===== src/design/rob_pkg.sv =====
// ROB package
// Sizes, widths and the retire state type shared by the re-order buffer blocks

`default_nettype none

package rob_pkg;

  ////////////////////////////////////////////////////////////
  // sizes
  ////////////////////////////////////////////////////////////

  localparam int rob_size       = 16;
  localparam int rob_index_size = 4;
  localparam int rename_width   = 2;  // micro-ops per rename bundle
  localparam int commit_width   = 2;  // completion ports and retires per cycle
  localparam int arf_int_size   = 32;
  localparam int prf_int_size   = 64;

  ////////////////////////////////////////////////////////////
  // field types
  ////////////////////////////////////////////////////////////

  typedef logic [31:0] pc_t;
  typedef logic [4:0]  arch_reg_t;  // zero means no destination
  typedef logic [5:0]  phys_reg_t;

  typedef logic [rob_index_size-1:0] rob_index_t;
  typedef logic [rob_index_size:0]   rob_count_t;  // one bit wider to hold a full queue

  typedef logic [arf_int_size-1:0] arf_mask_t;
  typedef logic [prf_int_size-1:0] prf_mask_t;

  ////////////////////////////////////////////////////////////
  // retire state machine
  ////////////////////////////////////////////////////////////

  typedef enum logic {
    retire_run,
    retire_flush
  } retire_state_t;

endpackage

`default_nettype wire


===== src/design/rob_flush_mask.sv =====
// ROB recovery masks
// Captures the architectural and physical registers written by entries
// younger than the head at the moment of a flush

`timescale 1ns/100ps
`default_nettype none

module rob_flush_mask import rob_pkg::*; (
  input  wire logic                         clock,
  input  wire logic                         reset,
  input  wire rob_index_t                   head_index,
  input  wire rob_count_t                   occupancy,
  input  wire arch_reg_t  [rob_size-1:0]    entry_arch_dest,
  input  wire phys_reg_t  [rob_size-1:0]    entry_phys_dest,
  input  wire logic                         flush,
  output arf_mask_t                         arf_recover,
  output prf_mask_t                         prf_recover
);

  arf_mask_t arf_next;
  prf_mask_t prf_next;

  ////////////////////////////////////////////////////////////
  // mask over the younger entries
  ////////////////////////////////////////////////////////////

  always_comb begin
    rob_index_t idx;
    arf_next = '0;
    prf_next = '0;
    // offset 0 is the faulting head itself and is left out
    for (int i = 1; i < rob_size; i++) begin
      idx = head_index + rob_index_t'(i);
      if (rob_count_t'(i) < occupancy && entry_arch_dest[idx] != '0) begin
        arf_next[entry_arch_dest[idx]] = 1'b1;
        prf_next[entry_phys_dest[idx]] = 1'b1;  // goes back to the free list
      end
    end
  end

  always_ff @(posedge clock) begin
    if (reset) begin
      arf_recover <= '0;
      prf_recover <= '0;
    end else if (flush) begin
      arf_recover <= arf_next;  // held until the next flush
      prf_recover <= prf_next;
    end
  end

endmodule

`default_nettype wire


===== src/design/rob_queue.sv =====
// ROB entry queue
// Circular storage of in-flight micro-ops with head pointer and occupancy.
// Allocates rename bundles at the tail, marks completions, pops retired entries.

`timescale 1ns/100ps
`default_nettype none

module rob_queue import rob_pkg::*; (
  input  wire logic                                 clock,
  input  wire logic                                 reset,
  input  wire logic                                 input_valid,
  input  wire logic       [rename_width-1:0]        in_valid,
  input  wire pc_t        [rename_width-1:0]        in_pc,
  input  wire arch_reg_t  [rename_width-1:0]        in_arch_dest,
  input  wire phys_reg_t  [rename_width-1:0]        in_phys_dest,
  input  wire phys_reg_t  [rename_width-1:0]        in_phys_old,
  input  wire logic       [commit_width-1:0]        complete_valid,
  input  wire rob_index_t [commit_width-1:0]        complete_rob_index,
  input  wire logic       [commit_width-1:0]        complete_exception,
  input  wire logic       [$clog2(commit_width+1)-1:0] retire_count,
  input  wire logic                                 flush,
  output logic                                      allocatable,
  output logic            [rename_width-1:0]        out_valid,
  output pc_t             [rename_width-1:0]        out_pc,
  output rob_index_t      [rename_width-1:0]        out_rob_index,
  output logic            [commit_width-1:0]        win_valid,
  output logic            [commit_width-1:0]        win_done,
  output logic            [commit_width-1:0]        win_exception,
  output pc_t             [commit_width-1:0]        win_pc,
  output arch_reg_t       [commit_width-1:0]        win_arch_dest,
  output phys_reg_t       [commit_width-1:0]        win_phys_dest,
  output phys_reg_t       [commit_width-1:0]        win_phys_old,
  output rob_index_t                                head_index,
  output rob_count_t                                occupancy,
  output arch_reg_t       [rob_size-1:0]            entry_arch_dest,
  output phys_reg_t       [rob_size-1:0]            entry_phys_dest
);

  rob_index_t              head;
  rob_count_t              count;
  logic                    alloc_ok;   // enough room for a full bundle next cycle
  logic     [rob_size-1:0] done_q;
  logic     [rob_size-1:0] exc_q;
  pc_t                     pc_q  [rob_size];
  phys_reg_t               old_q [rob_size];

  logic                    accept;
  rob_index_t              tail;
  rob_index_t              lane_index [rename_width];
  rob_count_t              push_count;
  rob_count_t              count_next;

  assign accept      = input_valid & allocatable;
  assign tail        = head + rob_index_t'(count);
  assign allocatable = alloc_ok & ~flush;  // no allocation while the queue is being flushed
  assign head_index  = head;
  assign occupancy   = count;

  ////////////////////////////////////////////////////////////
  // allocation slots and next occupancy
  ////////////////////////////////////////////////////////////

  always_comb begin
    rob_index_t slot;
    slot       = tail;
    push_count = '0;
    for (int i = 0; i < rename_width; i++) begin
      lane_index[i] = slot;  // valid lanes pack onto consecutive entries
      if (in_valid[i]) begin
        slot       = slot + rob_index_t'(1);
        push_count = push_count + rob_count_t'(1);
      end
    end
    if (!accept) begin
      push_count = '0;
    end
  end

  always_comb begin
    if (flush) begin
      count_next = '0;
    end else begin
      count_next = count - rob_count_t'(retire_count) + push_count;
    end
  end

  ////////////////////////////////////////////////////////////
  // control state
  ////////////////////////////////////////////////////////////

  always_ff @(posedge clock) begin
    if (reset) begin
      head      <= '0;
      count     <= '0;
      alloc_ok  <= 1'b0;
      done_q    <= '0;
      exc_q     <= '0;
      out_valid <= '0;
    end else begin
      count    <= count_next;
      alloc_ok <= (count_next <= rob_count_t'(rob_size - rename_width));
      if (flush) begin
        head <= head + rob_index_t'(1);  // the faulting entry is consumed by the flush
      end else begin
        head <= head + rob_index_t'(retire_count);
      end
      for (int i = 0; i < rename_width; i++) begin
        out_valid[i] <= accept & in_valid[i];
        if (accept && in_valid[i]) begin
          done_q[lane_index[i]] <= 1'b0;
          exc_q[lane_index[i]]  <= 1'b0;
        end
      end
      for (int p = 0; p < commit_width; p++) begin
        if (complete_valid[p]) begin
          done_q[complete_rob_index[p]] <= 1'b1;
          exc_q[complete_rob_index[p]]  <= complete_exception[p];
        end
      end
    end
  end

  ////////////////////////////////////////////////////////////
  // entry payload and tagged bundle
  ////////////////////////////////////////////////////////////

  always_ff @(posedge clock) begin
    for (int i = 0; i < rename_width; i++) begin
      if (accept && in_valid[i]) begin
        pc_q[lane_index[i]]            <= in_pc[i];
        entry_arch_dest[lane_index[i]] <= in_arch_dest[i];
        entry_phys_dest[lane_index[i]] <= in_phys_dest[i];
        old_q[lane_index[i]]           <= in_phys_old[i];
      end
      out_pc[i]        <= in_pc[i];
      out_rob_index[i] <= lane_index[i];
    end
  end

  // the two oldest entries as seen by retirement
  always_comb begin
    rob_index_t idx;
    for (int i = 0; i < commit_width; i++) begin
      idx              = head + rob_index_t'(i);
      win_valid[i]     = count > rob_count_t'(i);
      win_done[i]      = done_q[idx];
      win_exception[i] = exc_q[idx];
      win_pc[i]        = pc_q[idx];
      win_arch_dest[i] = entry_arch_dest[idx];
      win_phys_dest[i] = entry_phys_dest[idx];
      win_phys_old[i]  = old_q[idx];
    end
  end

endmodule

`default_nettype wire


===== src/design/rob_retire.sv =====
// ROB retire logic
// Commits done entries in order from the head and flushes on a head exception

`timescale 1ns/100ps
`default_nettype none

module rob_retire import rob_pkg::*; (
  input  wire logic                                 clock,
  input  wire logic                                 reset,
  input  wire logic       [commit_width-1:0]        win_valid,
  input  wire logic       [commit_width-1:0]        win_done,
  input  wire logic       [commit_width-1:0]        win_exception,
  input  wire pc_t        [commit_width-1:0]        win_pc,
  input  wire arch_reg_t  [commit_width-1:0]        win_arch_dest,
  input  wire phys_reg_t  [commit_width-1:0]        win_phys_dest,
  input  wire phys_reg_t  [commit_width-1:0]        win_phys_old,
  input  wire rob_index_t                           head_index,
  output logic            [$clog2(commit_width+1)-1:0] retire_count,
  output logic                                      flush,
  output logic            [commit_width-1:0]        commit_valid,
  output pc_t             [commit_width-1:0]        commit_pc,
  output arch_reg_t       [commit_width-1:0]        commit_arch_dest,
  output phys_reg_t       [commit_width-1:0]        commit_phys_dest,
  output phys_reg_t       [commit_width-1:0]        commit_phys_old,
  output logic                                      recover,
  output pc_t                                       recover_pc,
  output rob_index_t                                recover_rob_index
);

  retire_state_t           state;
  logic [commit_width-1:0] retire_mask;

  ////////////////////////////////////////////////////////////
  // commit selection
  ////////////////////////////////////////////////////////////

  always_comb begin
    logic open;
    open         = (state == retire_run);
    retire_count = '0;
    for (int i = 0; i < commit_width; i++) begin
      open           = open & win_valid[i] & win_done[i] & ~win_exception[i];
      retire_mask[i] = open;  // stays contiguous from the head
      if (open) begin
        retire_count = retire_count + 1'b1;
      end
    end
    flush = (state == retire_run) & win_valid[0] & win_done[0] & win_exception[0];
  end

  always_ff @(posedge clock) begin
    if (reset) begin
      state        <= retire_run;
      commit_valid <= '0;
      recover      <= 1'b0;
    end else begin
      commit_valid <= retire_mask;
      recover      <= flush;
      case (state)
        retire_run:   if (flush) state <= retire_flush;
        retire_flush: state <= retire_run;  // recovery reported, resume commits
        default:      state <= retire_run;
      endcase
    end
  end

  ////////////////////////////////////////////////////////////
  // commit and recovery payload
  ////////////////////////////////////////////////////////////

  always_ff @(posedge clock) begin
    commit_pc        <= win_pc;
    commit_arch_dest <= win_arch_dest;
    commit_phys_dest <= win_phys_dest;
    commit_phys_old  <= win_phys_old;
    if (flush) begin
      recover_pc        <= win_pc[0];
      recover_rob_index <= head_index;
    end
  end

endmodule

`default_nettype wire


===== src/design/rob_top.sv =====
// Re-order buffer top level
// Ties the entry queue, retire logic and recovery mask builder together

`timescale 1ns/100ps
`default_nettype none

module rob_top import rob_pkg::*; (
  input  wire logic                          clock,
  input  wire logic                          reset,
  input  wire logic                          input_valid,
  input  wire logic       [rename_width-1:0] in_valid,
  input  wire pc_t        [rename_width-1:0] in_pc,
  input  wire arch_reg_t  [rename_width-1:0] in_arch_dest,
  input  wire phys_reg_t  [rename_width-1:0] in_phys_dest,
  input  wire phys_reg_t  [rename_width-1:0] in_phys_old,
  input  wire logic       [commit_width-1:0] complete_valid,
  input  wire rob_index_t [commit_width-1:0] complete_rob_index,
  input  wire logic       [commit_width-1:0] complete_exception,
  output logic                               allocatable,
  output logic            [rename_width-1:0] out_valid,
  output pc_t             [rename_width-1:0] out_pc,
  output rob_index_t      [rename_width-1:0] out_rob_index,
  output logic            [commit_width-1:0] commit_valid,
  output pc_t             [commit_width-1:0] commit_pc,
  output arch_reg_t       [commit_width-1:0] commit_arch_dest,
  output phys_reg_t       [commit_width-1:0] commit_phys_dest,
  output phys_reg_t       [commit_width-1:0] commit_phys_old,
  output logic                               recover,
  output pc_t                                recover_pc,
  output rob_index_t                         recover_rob_index,
  output arf_mask_t                          arf_recover,
  output prf_mask_t                          prf_recover
);

  logic       [$clog2(commit_width+1)-1:0] retire_count;
  logic                                    flush;
  logic       [commit_width-1:0]           win_valid;
  logic       [commit_width-1:0]           win_done;
  logic       [commit_width-1:0]           win_exception;
  pc_t        [commit_width-1:0]           win_pc;
  arch_reg_t  [commit_width-1:0]           win_arch_dest;
  phys_reg_t  [commit_width-1:0]           win_phys_dest;
  phys_reg_t  [commit_width-1:0]           win_phys_old;
  rob_index_t                              head_index;
  rob_count_t                              occupancy;
  arch_reg_t  [rob_size-1:0]               entry_arch_dest;
  phys_reg_t  [rob_size-1:0]               entry_phys_dest;

  rob_queue rob_queue_i (
    .clock, .reset,
    .input_valid, .in_valid, .in_pc, .in_arch_dest, .in_phys_dest, .in_phys_old,
    .complete_valid, .complete_rob_index, .complete_exception,
    .retire_count, .flush,
    .allocatable, .out_valid, .out_pc, .out_rob_index,
    .win_valid, .win_done, .win_exception, .win_pc,
    .win_arch_dest, .win_phys_dest, .win_phys_old,
    .head_index, .occupancy, .entry_arch_dest, .entry_phys_dest
  );

  rob_retire rob_retire_i (
    .clock, .reset,
    .win_valid, .win_done, .win_exception, .win_pc,
    .win_arch_dest, .win_phys_dest, .win_phys_old,
    .head_index, .retire_count, .flush,
    .commit_valid, .commit_pc, .commit_arch_dest, .commit_phys_dest, .commit_phys_old,
    .recover, .recover_pc, .recover_rob_index
  );

  rob_flush_mask rob_flush_mask_i (
    .clock, .reset,
    .head_index, .occupancy, .entry_arch_dest, .entry_phys_dest,
    .flush, .arf_recover, .prf_recover
  );

endmodule

`default_nettype wire


===== config.mk =====
export PLATFORM = sky130hd
export DESIGN_NAME = rob_top
export DESIGN_NICKNAME = d
export VERILOG_FILES = /design/src/design/rob_pkg.sv /design/src/design/rob_flush_mask.sv /design/src/design/rob_queue.sv /design/src/design/rob_retire.sv /design/src/design/rob_top.sv
export SDC_FILE = /design/constraint.sdc
export NUM_CORES = 2
export LEC_CHECK = 0
export BUFFER_PORTS_ARGS = -buffer_cell sky130_fd_sc_hd__clkbuf_2
export CORE_MARGIN = 8
export CORE_UTILIZATION = 40
export DETAILED_ROUTE_END_ITERATION = 6
export MAX_ROUTING_LAYER = met4
export PLACE_DENSITY = 0.55
export SLEW_MARGIN = 20
export SYNTH_ARGS = -nofsm -noshare
export SYNTH_HDL_FRONTEND = slang
export SYNTH_SLANG_ARGS = --single-unit

===== constraint.sdc =====
create_clock -name clock -period 13.96 [get_ports clock]
set_input_delay 0.698 -clock clock [delete_from_list [all_inputs] [get_ports clock]]
set_output_delay 0.698 -clock clock [all_outputs]
set_load 0.05 [all_outputs]

==> impl_results.md <==
- Run status: finished, final reports clean
- DRT Pass-1 Iters: 7
- Setup bufs post-CTS: 0
- Initial Util: 0.403
- Die H: 451 microns
- Nets: 6870
- Post-Syn Nets: 6564
- Final Cycle Share: 0.493
- First-pass GRT wire length: 579000 microns
- Pwr/cell area: 172 nW/um^2
- Most frequent cells after synthesis: mux2_2, mux4_2, edfxtp_1, nor2_1, dfxtp_1
- Total of max-cap violations: 0
- Worst min path class: in -> reg
- Final HPWL DP: 315000 microns
- I/O pin count: 423
- Register bit count reported by yosys: 1134
- Cts repair resizes: 0
- Buffers added on ports: 422
- Cell area after synthesis: 75700 sq um
- H-tree levels: 4
- Register area share after synthesis: 0.385
- Synth top area cells: edfxtp_1, mux4_2, dfxtp_1
- Post-route ant nets: 0
- DR WL/cell: 46.5 microns
- Number of global-route vias before repair: 63.9k
- TritonCTS buffer count: 135
- Req. time, crit path: 14620 ps
- Fin crit period: 6890 ps
- Gr usage total: 0.421
- Leakage: 29.7 nW
- Die width: 451 microns
- Ys async rst share: 0
- Storage element area: 29200 sq um
- Root buf cell: clkbuf_16
- Setup crit end kind: flop
- Relative slew margins: 0.0603
- Placer Congestion: 1.14
- Antenna violations before repair: 48
- Count leader, synth: mux2_2
- Post-CTS Hold Buffers: 0
- Fin. max-slew vios: 0
- Largest net degree at the start of global routing: 102
- Clock slew at reported path FFs: 70 ps
- Unrepaired setup endpoints after global routing: no
- Top FF cell, synth: edfxtp_1
- 1st-iter DRT viols: 11.9k
- Congestion Overflow GR: 0
- Die ar.: 204000 sq um
- Total detailed-routing wirelength: 435000 microns
- Synth unique cells: 111
- Core Area: 188000 sq um
- Final setup viols: 0
- Post-DR vias/cell: 7.34
- FILL cells: 17.2k
- Syn Area/Cell: 11.8 sq um
- Setup_tns: 0 ps
- Gate Count Post-Synth: 6419
- Worst skew pair latency: 850 ps
- Std-Cell Rows: 159
- Post-synth EDFFs: 644
- Layout cells sized above 1: 0.372
- Critical Setup Path Class: reg -> reg
- Startpoint Class: flop
- Maximum fanout along the worst path: 59
- Yosys top cell by area: edfxtp_1
- Area share of the largest cell type after synthesis: 0.255
- Clock Skew: 61.2 ps
- Clk buf depth: 3
- Worst EP arrival: 7550 ps
- TritonCTS clock tree: done
- Routed via count: 68.8k
- # clock sinks: 1134
- DRC: 0
- Multi-input logic area: 44900 sq um
- Synthesis warning total: 0
- Fmax achieved: 145 MHz
- VDD IR max: 0.135 mV
- Hold Fails Final Rpt: 0
- Worst Tran Pin Value: 1400 ps
- Area growth, synth to finish: 14.3%
- Finished Core Util: 0.461
==> worst paths after layout <==
| check | to | startpoint | cells after the start | slack, ps |
|---|---|---|---|---|
| setup reg to reg | rob_flush_mask_i.prf_recover[42]$_SDFFE_PP0P_ | rob_queue_i.head_index[0]$_SDFF_PP0_ | 10 | 7070 |
| setup / recovery | rob_flush_mask_i.prf_recover[42]$_SDFFE_PP0P_ | rob_queue_i.head_index[0]$_SDFF_PP0_ | 10 | 7070 |
| hold reg to reg | rob_flush_mask_i.prf_recover[51]$_SDFFE_PP0P_ | rob_flush_mask_i.prf_recover[51]$_SDFFE_PP0P_ | 2 | 500 |
| hold / removal | rob_queue_i.out_pc[17]$_DFF_P_ | in_pc[17] | 1 | 210 |
==> stage by stage <==
step                      setup WS (ps)  cells  total power [mW]  area (sq um)  hold WS (ps)
after floorplan                    7150   6419              7.46         75700           467
after global placement             7290   9078              10.8         81700           491
after detailed placement           7280   9082              10.8         81800           504
after CTS                          7270   9332              14.5         86400           147
after global routing               6870   9360              15.0         86600           195
final                              7070   9366              14.9         86600           214
==> report_power, final <==
group          internal (mW)  leakage [nW]  switching [mW]  total, mW
combinational           1.79          17.6            5.22       7.00
sequential              3.87          9.84           0.390       4.26
clock                   2.07          2.24            1.60       3.67
total                   7.73          29.7            7.20       14.9
==> sequential cells by signal, summed over array words and instances (netlist names), 32 cells and up <==
name,cells
rob_flush_mask_i.arf_recover,32
rob_retire_i.recover_pc,32
rob_queue_i.entry_arch_dest,80
rob_flush_mask_i.prf_recover,64
rob_queue_i.pc_q,512
rob_queue_i.entry_phys_dest,96
rob_queue_i.old_q,96
rob_retire_i.commit_pc,64
rob_queue_i.out_pc,64
==> cells by family (layout without fill, tap and decap cells) <==
| family | Yosys count | count (layout) | synth area share |
|---|---|---|---|
| other | 0 | 33 | 0 |
| AO/OA/AOI/OAI | 1213 | 1213 | 0.117 |
| AND/OR/NAND/NOR | 1711 | 1711 | 0.113 |
| buffers and inverters | 649 | 1068 | 0.0375 |
| XOR/XNOR | 24 | 24 | 0.00307 |
| flip-flops | 1134 | 1134 | 0.385 |
| adder cells (fa/ha/maj) | 30 | 30 | 0.00535 |
| multiplexers | 1658 | 1658 | 0.340 |
==> critical path: stages, from the launching register on <==
cell,delay (ps)
dfxtp_4,820
inv_2,360
ha_4,750
buf_4,850
mux4_2,510
mux4_2,650
nor3_2,670
nand2_2,750
and3_1,410
nor3_1,590
a311oi_1,200
==> layout by cell type (no fill, tap or decap), drive strengths merged, types with 62 or more instances in the layout <==
cell    Yosys  routed
a21oi     297     297
inv       107     112
mux4      658     658
dfxtp     490     490
buf       257     290
nand2     301     301
o21ai      62      62
nor3      138     138
edfxtp    644     644
mux2      682     682
mux2i     318     318
nor2      588     588
nand3     193     193
clkbuf    285     616
o22ai      66      66
a22oi     194     194
a211oi     81      81
nand4     100     100
a311oi     69      69
==> cell type report <==
cell class	instances	share of cell area
well taps	2495	0.0361
flip-flops and latches	1134	0.337
multi-input cells	4636	0.518
inverters	107	0.00473
clock inverters	55	0.00691
clock buffers	195	0.0460
repair buffers	711	0.0501
diodes	33	0.000954
==> layer usage <==
metal | vias up | share of wire | track usage
met4 | 0 | 0.048 | 0.159
met5 | - | 0 | -
met1 | 35500 | 0.42 | 0.588
met3 | 950 | 0.13 | 0.143
met2 | 5746 | 0.40 | 0.562
li1 | 26500 | - | -
Power figures use the tool's default switching activity.
